`config.mk`:
```
export PLATFORM = sky130hd
export DESIGN_NAME = seg7_top
export DESIGN_NICKNAME = d
export VERILOG_FILES = /design/src/hw/seg7_pkg.sv /design/src/hw/seg7_digit_if.sv /design/src/hw/mmio_seg7.sv /design/src/hw/seg7_scan.sv /design/src/hw/seg7_encode.sv /design/src/hw/seg7_top.sv
export VERILOG_INCLUDE_DIRS = /design/src /design/src/hw
export SDC_FILE = /design/constraint.sdc
export NUM_CORES = 1
export LEC_CHECK = 0
export ABC_AREA = 1
export BUFFER_PORTS_ARGS = -buffer_cell sky130_fd_sc_hd__buf_2
export CAP_MARGIN = 10
export CORE_ASPECT_RATIO = 1.25
export CORE_MARGIN = 1
export CORE_UTILIZATION = 45
export DETAILED_ROUTE_END_ITERATION = 8
export GPL_TIMING_DRIVEN = 0
export PLACE_DENSITY = 0.79
export SYNTH_ARGS = -nofsm -noshare
export SYNTH_HDL_FRONTEND = slang
export SYNTH_HIERARCHICAL = 1
export SYNTH_SLANG_ARGS = --single-unit
```
`constraint.sdc`:
```
create_clock -name sys_clk -period 1.5 [get_ports sys_clk]
set_input_delay 0.075 -clock sys_clk [delete_from_list [all_inputs] [get_ports sys_clk]]
set_output_delay 0.075 -clock sys_clk [all_outputs]
set_load 0.005 [all_outputs]
```
`src/hw/seg7_defs.svh`:
```
`ifndef SEG7_DEFS_SVH
`define SEG7_DEFS_SVH

// Register window of the display peripheral.
// Eight word-aligned registers, one byte per digit.
`define SEG7_BASE_ADDR 32'hFFFF_0100

// Address bits 31:5 take part in the window decode.
`define SEG7_ADDR_MASK 32'hFFFF_FFE0

// Number of multiplexed digits on the display.
`define SEG7_NUM_DIGITS 8

// Default clock cycles spent on each digit before the scanner moves on.
`define SEG7_SCAN_DIV 1024

`endif

```
`src/hw/seg7_pkg.sv`:
```
`default_nettype none

package seg7_pkg;

    // Bus operation seen on the strobes in the current cycle.
    typedef enum logic [1:0] {
        op_idle  = 2'b00,  // No strobe is raised.
        op_read  = 2'b01,  // Read strobe is raised.
        op_write = 2'b10   // Write strobe is raised.
    } bus_op_e;

    // One register byte per digit, as the bus master writes it.
    typedef struct packed {
        logic [1:0] spare;  // Stored and read back, not shown.
        logic       blank;  // Turns all segments of the digit off.
        logic       dp;     // Lights the decimal point.
        logic [3:0] value;  // Hex value shown through the font.
    } digit_byte_t;

    // Position of a digit on the display, 0 is the rightmost anode.
    typedef logic [2:0] digit_idx_t;

endpackage

`default_nettype wire

```
`src/hw/seg7_digit_if.sv`:
```
`timescale 1ns/1ps
`default_nettype none

// Carries the digit currently being scanned from the scanner to the encoder.
// The display never stalls, so there is no ready signal back.
interface seg7_digit_if (
    input wire logic sys_clk
);
    import seg7_pkg::*;

    digit_idx_t  idx;    // Anode position of the digit.
    digit_byte_t digit;  // Register byte of that position.
    logic        valid;  // Low from reset until the first scan tick.

    // Scanner side.
    modport scan_mp (
        input  sys_clk,
        output idx,
        output digit,
        output valid
    );

    // Encoder side.
    modport encode_mp (
        input sys_clk,
        input idx,
        input digit,
        input valid
    );

endinterface

`default_nettype wire

```
`src/hw/mmio_seg7.sv`:
```
`timescale 1ns/1ps
`default_nettype none

`include "seg7_defs.svh"

// Bus slave for the eight digit registers.
// A strobe inside the window is answered with a one-cycle done pulse in the
// following cycle, and a write lands on the same edge as that pulse.
module mmio_seg7 (
    input  wire logic                  sys_clk,
    input  wire logic                  rst_n,
    input  wire logic                  mmio_read,
    input  wire logic                  mmio_write,
    input  wire logic [31:0]           mmio_addr,
    input  wire logic [31:0]           mmio_write_data,
    output logic                       mmio_work,
    output logic                       mmio_done,
    output logic [31:0]                mmio_read_data,
    output seg7_pkg::digit_byte_t      digits [`SEG7_NUM_DIGITS]
);
    import seg7_pkg::*;

    bus_op_e    bus_op;     // Operation requested by the master.
    logic       in_window;  // Address falls inside the register window.
    logic       accept;     // Strobe is taken on this edge.
    digit_idx_t reg_sel;    // Register picked by address bits 4:2.

    always_comb begin
        if (mmio_write) begin
            bus_op = op_write;
        end else if (mmio_read) begin
            bus_op = op_read;
        end else begin
            bus_op = op_idle;
        end
    end

    assign in_window = (mmio_addr & `SEG7_ADDR_MASK) == (`SEG7_BASE_ADDR & `SEG7_ADDR_MASK);
    assign reg_sel   = mmio_addr[4:2];  // Word-aligned, byte lanes 1:0 ignored.

    // Work follows the strobe directly, so the master sees it in the same cycle.
    assign mmio_work = in_window && (bus_op != op_idle);

    // The done cycle itself does not start a second access.
    assign accept = mmio_work && !mmio_done;

    always_ff @(posedge sys_clk) begin
        if (!rst_n) begin
            mmio_done      <= 1'b0;
            mmio_read_data <= '0;
        end else begin
            mmio_done <= accept;  // Exactly one cycle, the master drops its strobe next.
            if (accept && bus_op == op_read) begin
                mmio_read_data <= {24'b0, digits[reg_sel]};  // Zero-extended byte.
            end else begin
                mmio_read_data <= '0;  // Read data is only valid during done.
            end
        end
    end

    always_ff @(posedge sys_clk) begin
        if (!rst_n) begin
            for (int i = 0; i < `SEG7_NUM_DIGITS; i++) begin
                digits[i] <= '0;
            end
        end else if (accept && bus_op == op_write) begin
            digits[reg_sel] <= digit_byte_t'(mmio_write_data[7:0]);  // Spare bits kept too.
        end
    end

    // A done pulse lasts one cycle and always answers a strobe from the cycle before.
    a_done_pulse: assert property (
        @(posedge sys_clk) disable iff (!rst_n)
        mmio_done |-> !$past(mmio_done) && ($past(bus_op) != op_idle)
    );

    // The master raises at most one strobe at a time.
    a_strobe_excl: assert property (
        @(posedge sys_clk) disable iff (!rst_n)
        !(mmio_read && mmio_write)
    );

endmodule

`default_nettype wire

```
`src/hw/seg7_scan.sv`:
```
`timescale 1ns/1ps
`default_nettype none

`include "seg7_defs.svh"

// Scan stage of the display pipeline.
// A down-counter makes one tick every scan_div cycles; on each tick the
// current digit is handed to the encoder and the index moves on.
module seg7_scan #(
    parameter int unsigned scan_div = `SEG7_SCAN_DIV
) (
    input  wire logic                  sys_clk,
    input  wire logic                  rst_n,
    input  seg7_pkg::digit_byte_t      digits [`SEG7_NUM_DIGITS],
    seg7_digit_if.scan_mp              out
);
    import seg7_pkg::*;

    // A divider of one still needs a one-bit counter.
    localparam int unsigned cnt_w = (scan_div > 1) ? $clog2(scan_div) : 1;
    localparam logic [cnt_w-1:0] cnt_load = cnt_w'(scan_div - 1);

    logic [cnt_w-1:0] div_cnt;   // Cycles left on the current digit.
    logic             tick;      // Last cycle of the current digit.
    digit_idx_t       scan_idx;  // Next digit to hand over.

    assign tick = (div_cnt == '0);

    always_ff @(posedge sys_clk) begin
        if (!rst_n) begin
            div_cnt <= cnt_load;  // First tick comes scan_div cycles after reset.
        end else if (tick) begin
            div_cnt <= cnt_load;
        end else begin
            div_cnt <= div_cnt - 1'b1;
        end
    end

    // Index wraps from 7 back to 0 through the natural 3-bit overflow.
    always_ff @(posedge sys_clk) begin
        if (!rst_n) begin
            scan_idx <= '0;
        end else if (tick) begin
            scan_idx <= scan_idx + 1'b1;
        end
    end

    always_ff @(posedge sys_clk) begin
        if (!rst_n) begin
            out.idx   <= '0;
            out.digit <= '0;
            out.valid <= 1'b0;  // Keeps the pins dark until the first tick.
        end else if (tick) begin
            out.idx   <= scan_idx;
            out.digit <= digits[scan_idx];  // Byte sampled once per visit.
            out.valid <= 1'b1;
        end
    end

    // Neither the internal index nor the handed-over one moves between ticks.
    a_idx_on_tick: assert property (
        @(posedge sys_clk) disable iff (!rst_n)
        !tick |=> $stable(scan_idx) && $stable(out.idx)
    );

endmodule

`default_nettype wire

```
`src/hw/seg7_encode.sv`:
```
`timescale 1ns/1ps
`default_nettype none

`include "seg7_defs.svh"

// Encode stage of the display pipeline.
// Turns the scanned byte into active-low anode and segment pins for a
// common-anode display.
module seg7_encode (
    input  wire logic                          sys_clk,
    input  wire logic                          rst_n,
    seg7_digit_if.encode_mp                    in,
    output logic [`SEG7_NUM_DIGITS-1:0]        seg7_anode_pin,
    output logic [7:0]                         seg7_seg_pin
);
    import seg7_pkg::*;

    logic [6:0]                  glyph;       // Segments g to a, high when lit.
    logic [7:0]                  seg_next;    // Pin levels for the next cycle.
    logic [`SEG7_NUM_DIGITS-1:0] anode_next;

    // Standard hex font.
    always_comb begin
        case (in.digit.value)
            4'h0: glyph = 7'h3F;
            4'h1: glyph = 7'h06;
            4'h2: glyph = 7'h5B;
            4'h3: glyph = 7'h4F;
            4'h4: glyph = 7'h66;
            4'h5: glyph = 7'h6D;
            4'h6: glyph = 7'h7D;
            4'h7: glyph = 7'h07;
            4'h8: glyph = 7'h7F;
            4'h9: glyph = 7'h6F;
            4'hA: glyph = 7'h77;
            4'hB: glyph = 7'h7C;  // Lower case b.
            4'hC: glyph = 7'h39;
            4'hD: glyph = 7'h5E;  // Lower case d.
            4'hE: glyph = 7'h79;
            default: glyph = 7'h71;
        endcase
    end

    // Blank clears the glyph only, the decimal point keeps following dp.
    assign seg_next   = ~{in.digit.dp, (in.digit.blank ? 7'b0 : glyph)};
    assign anode_next = ~(`SEG7_NUM_DIGITS'(1) << in.idx);

    always_ff @(posedge sys_clk) begin
        if (!rst_n) begin
            seg7_anode_pin <= '1;  // All anodes off.
            seg7_seg_pin   <= '1;  // All segments off.
        end else if (in.valid) begin
            seg7_anode_pin <= anode_next;
            seg7_seg_pin   <= seg_next;
        end
    end

    // Only one digit is ever driven at a time.
    a_one_anode: assert property (
        @(posedge in.sys_clk) disable iff (!rst_n)
        $onehot0(~seg7_anode_pin)
    );

endmodule

`default_nettype wire

```
`src/hw/seg7_top.sv`:
```
`timescale 1ns/1ps
`default_nettype none

`include "seg7_defs.svh"

// Memory-mapped eight-digit seven-segment display.
// Bus slave and register bank, then scanner, then encoder.
module seg7_top #(
    parameter int unsigned scan_div = `SEG7_SCAN_DIV
) (
    input  wire logic                   sys_clk,
    input  wire logic                   rst_n,
    input  wire logic                   mmio_read,
    input  wire logic                   mmio_write,
    input  wire logic [31:0]            mmio_addr,
    input  wire logic [31:0]            mmio_write_data,
    output logic                        mmio_work,
    output logic                        mmio_done,
    output logic [31:0]                 mmio_read_data,
    output logic [`SEG7_NUM_DIGITS-1:0] seg7_anode_pin,
    output logic [7:0]                  seg7_seg_pin
);
    import seg7_pkg::*;

    digit_byte_t digits [`SEG7_NUM_DIGITS];  // Register bank contents.

    seg7_digit_if scan_if (
        .sys_clk (sys_clk)
    );

    mmio_seg7 mmio_seg7_i (
        .sys_clk         (sys_clk),
        .rst_n           (rst_n),
        .mmio_read       (mmio_read),
        .mmio_write      (mmio_write),
        .mmio_addr       (mmio_addr),
        .mmio_write_data (mmio_write_data),
        .mmio_work       (mmio_work),
        .mmio_done       (mmio_done),
        .mmio_read_data  (mmio_read_data),
        .digits          (digits)
    );

    seg7_scan #(
        .scan_div (scan_div)
    ) seg7_scan_i (
        .sys_clk (sys_clk),
        .rst_n   (rst_n),
        .digits  (digits),
        .out     (scan_if.scan_mp)
    );

    seg7_encode seg7_encode_i (
        .sys_clk        (sys_clk),
        .rst_n          (rst_n),
        .in             (scan_if.encode_mp),
        .seg7_anode_pin (seg7_anode_pin),
        .seg7_seg_pin   (seg7_seg_pin)
    );

endmodule

`default_nettype wire

```
==> results of run 1 <==
==> power breakdown <==
part | internal (mW) | leakage (nW) | total [mW] | switching [mW]
clock | 1.40 | 0.152 | 2.50 | 1.11
sequential | 2.98 | 0.904 | 2.98 | 0.00486
combinational | 0.138 | 2.12 | 0.386 | 0.248
==> worst reg2reg max path: cells and delay by family (launching register included) <==
| kind | cells | cell delay, ns |
|---|---|---|
| flip-flops | 1 | 0.31 |
| AND/OR/NAND/NOR | 4 | 0.92 |
| buffers and inverters | 1 | 0.13 |
==> sequential cells by signal, indices dropped and copies added, names as in the netlist <==
register,count
mmio_seg7_i/mmio_done,1
seg7_scan_i/out.valid,1
seg7_encode_i/seg7_anode_pin,8
seg7_scan_i/scan_idx,3
seg7_scan_i/out.idx,3
seg7_scan_i/out.digit,6
seg7_scan_i/div_cnt,10
seg7_encode_i/seg7_seg_pin,8
mmio_seg7_i/mmio_read_data,8
mmio_seg7_i/digits,64
==> stage by stage <==
stage | cells | TNS (ns) | hold WS, ns | setup slack [ns]
final | 1204 | 0 | 0.0511 | 0.0802
after global routing | 1204 | -0.0213 | 0.0438 | -0.0199
after CTS | 1203 | 0 | 0.0337 | 0.0154
after detailed placement | 1187 | -6.78 | 0.377 | -0.233
after global placement | 1187 | -5.72 | 0.373 | -0.155
after floorplan | 949 | 0 | 0.144 | 0.243
==> how the worst min path moves through the flow <==
stage	startpoint	slack, ns	endpoint	cells after the start
6_report	rst_n	0.05	seg7_encode_i/seg7_anode_pin[1]	2
5_1_grt	rst_n	0.04	seg7_encode_i/seg7_anode_pin[1]	2
4_1_cts	rst_n	0.03	seg7_encode_i/seg7_anode_pin[1]	2
3_5_place_dp	seg7_scan_i/div_cnt[0]	0.38	seg7_scan_i/div_cnt[0]	1
3_3_place_gp	seg7_scan_i/div_cnt[0]	0.37	seg7_scan_i/div_cnt[0]	1
2_1_floorplan	rst_n	0.14	seg7_encode_i/seg7_anode_pin[2]	1
==> what timing repair did <==
item / in CTS / in global routing
gates resized for setup: 0 / 6
setup endpoints to repair: 0 / 70
setup buffers: 0 / 1
hold buffers: 0 / 0
==> routing by layer <==
metal	track usage	vias to the layer above	part of all wire
met2	0.417	242	0.49
met5	0	-	0
met1	0.280	2728	0.40
met4	0.152	0	0.049
met3	0.0381	60	0.061
li1	-	3091	-
==> final cells by class <==
| class | instances | area (um^2) | share of cell area |
|---|---|---|---|
| Clock buffer | 11 | 253 | 0.0359 |
| Tap cell | 171 | 214 | 0.0304 |
| Sequential cell | 112 | 2240 | 0.318 |
| Clock inverter | 5 | 63.8 | 0.00905 |
| Buffer | 63 | 418 | 0.0593 |
| Timing Repair Buffer | 68 | 355 | 0.0504 |
| Inverter | 75 | 282 | 0.0399 |
| Multi-Input combinational cell | 699 | 3220 | 0.457 |
==> flow_summary.toml, run 1 <==
[run_status]
status = "finished clean"

[setup_path]
critical_path_peak_fanout = 8
cp_slowest_cell = "sky130_fd_sc_hd__nor2_4"
path_class = "reg2reg"
cp-startpoint = "mmio_seg7_i/mmio_done"
critical_path.startpoint_type = "flop"
worstPathRequired_ns = 1.78
crit_top_cell = "sky130_fd_sc_hd__nor2_1"
cp_cell_sequence = "inv_1 -> nand4_4 -> nor2_4 -> nor2_1 -> nor2_1"
kind_of_end_point_of_the_critical_path = "flop"
worst-endpoint-arrival_ns = 1.70
worstPathBufferInverterCount = 1
critPathTopFamily = "simple AND/OR/NAND/NOR gates"
cp_num_cells = 5
worstRegToRegCells = 5
regToRegEndpoint = "mmio_seg7_i/digits[4]"
reg2reg_from = "mmio_seg7_i/mmio_done"
critPathMaxStageDelay_ns = 0.38
worst-r2r-setup-slack_ns = 0.08
crit_end = "mmio_seg7_i/digits[4]"

[sta]
timing.final.hold_violations = 0
final-max-slew-violation-count = 0
worst_slew_pin_slew_ns = 0.616
min_period_ns = 1.42
setup_viol = 0
fmaxAchievable_mhz = 704
normalized_max_slew_margin = 0.590
final.period_utilization = 0.947
clock-skew-final_ns = 0.00766

[synth]
yosys_warnings = 6
post_synth_inst_count = 926
synthesis.area_mm2 = 0.00606
avgSynthCellArea_um2 = 6.54

[route]
detail_route.drc_violations = 0
route.antenna.remaining_nets = 0
wl_per_cell_um = 13.7
detail_route.iter0.violations = 470
via_count_of_the_routed_design = 6121
drt_first_pass_iters = 6
routed_wirelength_um = 16500
via_per_inst = 5.08

[die]
die_area_mm2 = 0.0139
die_ht_um = 132
coreArea_mm2 = 0.0132
initial_util = 0.460
num_io_pins = 118
floorplan.rows = 47
floorplan.die.width_um = 106

[pwr]
power.static_leakage_nw = 3.17
vdd.ir_drop.worst_mv = 0.663
design_power_total_mw = 5.87
power.density_mw_per_mm2 = 833

[job]
drv.max_cap_violation_count = 0

[final_layout]
utilization = 0.535
syn2layout_area_growth_pct = 16.3
mostFrequentLayoutCells = "sky130_fd_sc_hd__nand2_1 (257), sky130_fd_sc_hd__nor2_1 (171), sky130_fd_sc_hd__nand3_1 (139)"
final_nets = 1104
layout.cells.most_common = "sky130_fd_sc_hd__nand2_1"
postLayoutCellArea_mm2 = 0.00705
num-fill-cells = 1355
n_antenna_cell = 0
fraction_of_layout_instances_using_a_drive_strength_above_1 = 0.173

[clock_network]
cts_htree_levels = 3
tritoncts = "done"
cts-root-to-sink-buffers = 2
tritoncts_sinks = 112
tritoncts.num_buffers = 9
cts-root-buf = "sky130_fd_sc_hd__clkbuf_16"
clkTransAtPathRegs_ns = 0.07
clk_latency_ns = 0.35

[grt]
grt_max_degree = 19
overflow = 0
grt_usage = 0.243
antenna_found_initial = 0
first_global_vias = 5723
grt_pass1_wl_um = 26900

[place]
place_hpwl_um = 12100
io_buffers = 67
gpl.final_weighted_congestion = 0.958
dpl-instance-area_mm2 = 0.00670

[worst_hold_path]
holdCritPathClass = "in2reg"
Power figures use the tool's default switching activity.
==> run 2, diff against run 1 <==
--- a/config.mk
+++ b/config.mk
@@ -13,7 +13,6 @@
 export CORE_MARGIN = 1
 export CORE_UTILIZATION = 45
 export DETAILED_ROUTE_END_ITERATION = 8
-export GPL_TIMING_DRIVEN = 0
 export PLACE_DENSITY = 0.79
 export SYNTH_ARGS = -nofsm -noshare
 export SYNTH_HDL_FRONTEND = slang
==> run 2 against run 1 <==
  * Largest power group unchanged
  * Die area unchanged
  * Via count decreased by 3.0%
  * Maximum frequency increased by 2.6%
  * Non-clock buffer count decreased by 34
  * Global-route usage decreased by 2.6 points
  * Sequential share of layout area increased by 0.84 points
  * Critical path depth increased by 3
  * Clock skew increased by 0.0018 ns
  * Routed wire length decreased by 8.5%
  * Sequential power about the same
  * Register-to-register slack improved by 0.04 ns
  * Count of clock-buffer cells in the layout unchanged
==> flow_summary.toml, run 2 (synthesis results as in run 1) <==
[setup_path]
regToRegEndpoint = "seg7_scan_i/out.idx[2]"
critical_path_peak_fanout = 9
worst-endpoint-arrival_ns = 1.67
crit_top_cell = "sky130_fd_sc_hd__nand2_1"
reg2reg_from = "seg7_scan_i/div_cnt[0]"
critPathMaxStageDelay_ns = 0.31
kind_of_end_point_of_the_critical_path = "flop"
worstRegToRegCells = 8
worstPathRequired_ns = 1.79
path_class = "reg2reg"
cp_slowest_cell = "sky130_fd_sc_hd__dfxtp_1"
critical_path.startpoint_type = "flop"
worst-r2r-setup-slack_ns = 0.12
cp_cell_sequence = "inv_1 -> ha_2 -> nand2_2 -> nor2_2 -> nand3_4 -> nor2_4 -> nand2_1 -> nand2_1"

[clock_network]
cts_htree_levels = 3
clkTransAtPathRegs_ns = 0.07
cts-root-to-sink-buffers = 2
cts-root-buf = "sky130_fd_sc_hd__clkbuf_16"
tritoncts = "done"
clk_latency_ns = 0.35
tritoncts.num_buffers = 9
tritoncts_sinks = 112

[final_layout]
largest_reg_flops = 64
final_nets = 1070
biggestRegsByFlops = "mmio_seg7_i/digits x64, seg7_scan_i/div_cnt x10"
num-fill-cells = 1352
mostFrequentLayoutCells = "sky130_fd_sc_hd__nand2_1 (257), sky130_fd_sc_hd__nor2_1 (171), sky130_fd_sc_hd__nand3_1 (139)"
area.sequential_mm2 = 0.00224
n_antenna_cell = 0
layout.cells.most_common = "sky130_fd_sc_hd__nand2_1"
area_of_the_multi_input_gates_mm2 = 0.00321
regMostFlops = "mmio_seg7_i/digits"
fraction_of_layout_instances_using_a_drive_strength_above_1 = 0.153
syn2layout_area_growth_pct = 13.3
utilization = 0.521

[grt]
antenna_found_initial = 0
met1_usage = 0.262
groute.layer.met2.usage = 0.374
grt_usage = 0.217
busiest_layer_in_global_routing = "met2"
first_global_vias = 5229
grt_util_met3 = 0.0341
grt_pass1_wl_um = 24500
overflow = 0
grt_max_degree = 66

[place]
gpl.final_weighted_congestion = 0.925
place_worst_setup_slack_ns = 0.0329
place_hpwl_um = 10800
io_buffers = 67

[sta]
totalNegativeSetupSlack_ns = 0
clock-skew-final_ns = 0.00947
fmaxAchievable_mhz = 723
final-max-slew-violation-count = 0
timing.final.hold_violations = 0
setup_viol = 0
min_period_ns = 1.38
worst_slew_pin_slew_ns = 0.543
normalized_max_slew_margin = 0.638
timing.final.ws_setup_ns = 0.116
rsz0062_at_grt = "false"
final.period_utilization = 0.923

[worst_hold_path]
worstHoldStart = "rst_n"
min_delay_path_depth = 2
endpoint_with_the_worst_hold_slack = "seg7_encode_i/seg7_anode_pin[2]"
holdCritPathClass = "in2reg"

[die]
die_ht_um = 132
floorplan.rows = 47
floorplan.die.width_um = 106
die_area_mm2 = 0.0139
num_io_pins = 118
initial_util = 0.460
coreArea_mm2 = 0.0132

[run_status]
status = "finished clean"

[route]
via_count_of_the_routed_design = 5937
via_per_inst = 5.07
detail_route.iter0.violations = 456
wl_per_cell_um = 12.9
routed_wirelength_um = 15100
route.antenna.remaining_nets = 0
drt_first_pass_iters = 5
detail_route.drc_violations = 0

[job]
drv.max_cap_violation_count = 0

[pwr]
power.static_leakage_nw = 3.04
power.density_mw_per_mm2 = 850
vdd.ir_drop.worst_mv = 0.635
run 2: cell types whose count changed in the layout (fill, tap and decap cells not counted), sizes merged:
| cell | previous run | this run |
|---|---|---|
| inv | 76 | 75 |
| clkinv | 2 | 4 |
| clkinvlp | 1 | 0 |
| buf | 120 | 97 |
| clkbuf | 22 | 11 |
run 2: critical path: cells and delay by family, from the launching register on:
| kind | cells | cell delay (ns) |
|---|---|---|
| AND/OR/NAND/NOR | 6 | 0.67 |
| flip-flops | 1 | 0.31 |
| adder cells (fa/ha/maj) | 1 | 0.24 |
| buffers and inverters | 1 | 0.10 |
run 2: area by class of cell:
cell class,instances,share of cell area
Clock buffer,11,0.0368
Timing Repair Buffer,97,0.0871
Sequential cell,112,0.327
Inverter,75,0.0410
Clock inverter,5,0.00948
Tap cell,171,0.0312
Multi-Input combinational cell,699,0.468
run 2: layer usage:
metal,share of wire,vias up
met5,0,-
met4,0.030,0
met3,0.055,30
met2,0.50,184
met1,0.41,2694
li1,-,3029
run 2: report_power, final:
| group | switching [mW] | total (mW) | internal (mW) | leakage [nW] |
|---|---|---|---|---|
| clock network | 1.10 | 2.50 | 1.40 | 0.156 |
| registers | 0.00492 | 2.98 | 2.98 | 0.903 |
| logic | 0.232 | 0.346 | 0.114 | 1.99 |
run 2: metrics by stage:
step / instances / total power [mW] / cell area (um^2) / hold WS [ns]
detailed placement: 1154 / 3.39 / 6540 / 0.364
global route: 1170 / 6.06 / 6860 / 0.0178
global placement: 1154 / 3.39 / 6540 / 0.367
floorplan: 949 / 3.29 / 6150 / 0.144
finish: 1170 / 5.83 / 6860 / 0.0232
CTS: 1170 / 5.88 / 6860 / 0.0105
run 2: what timing repair did:
item / 4_1_cts / 5_1_grt
resized for setup: 0 / 2
hold buffers: 0 / 0
endpoints found under the setup margin: 0 / 14
setup buffers: 0 / 0
run 2: worst max path at each step:
stage	start	to	slack, ns	depth (start not counted)
floorplan	seg7_scan_i/div_cnt[0]	seg7_scan_i/out.digit[1]	0.24	9
global placement	mmio_addr[5]	mmio_seg7_i/digits[54]	0.08	12
CTS	seg7_scan_i/div_cnt[0]	seg7_scan_i/out.idx[2]	0.07	8
finish	seg7_scan_i/div_cnt[0]	seg7_scan_i/out.idx[2]	0.12	8
global route	seg7_scan_i/scan_idx[0]	seg7_scan_i/out.digit[2]	0.006	7
detailed placement	mmio_addr[5]	mmio_seg7_i/digits[47]	0.03	12
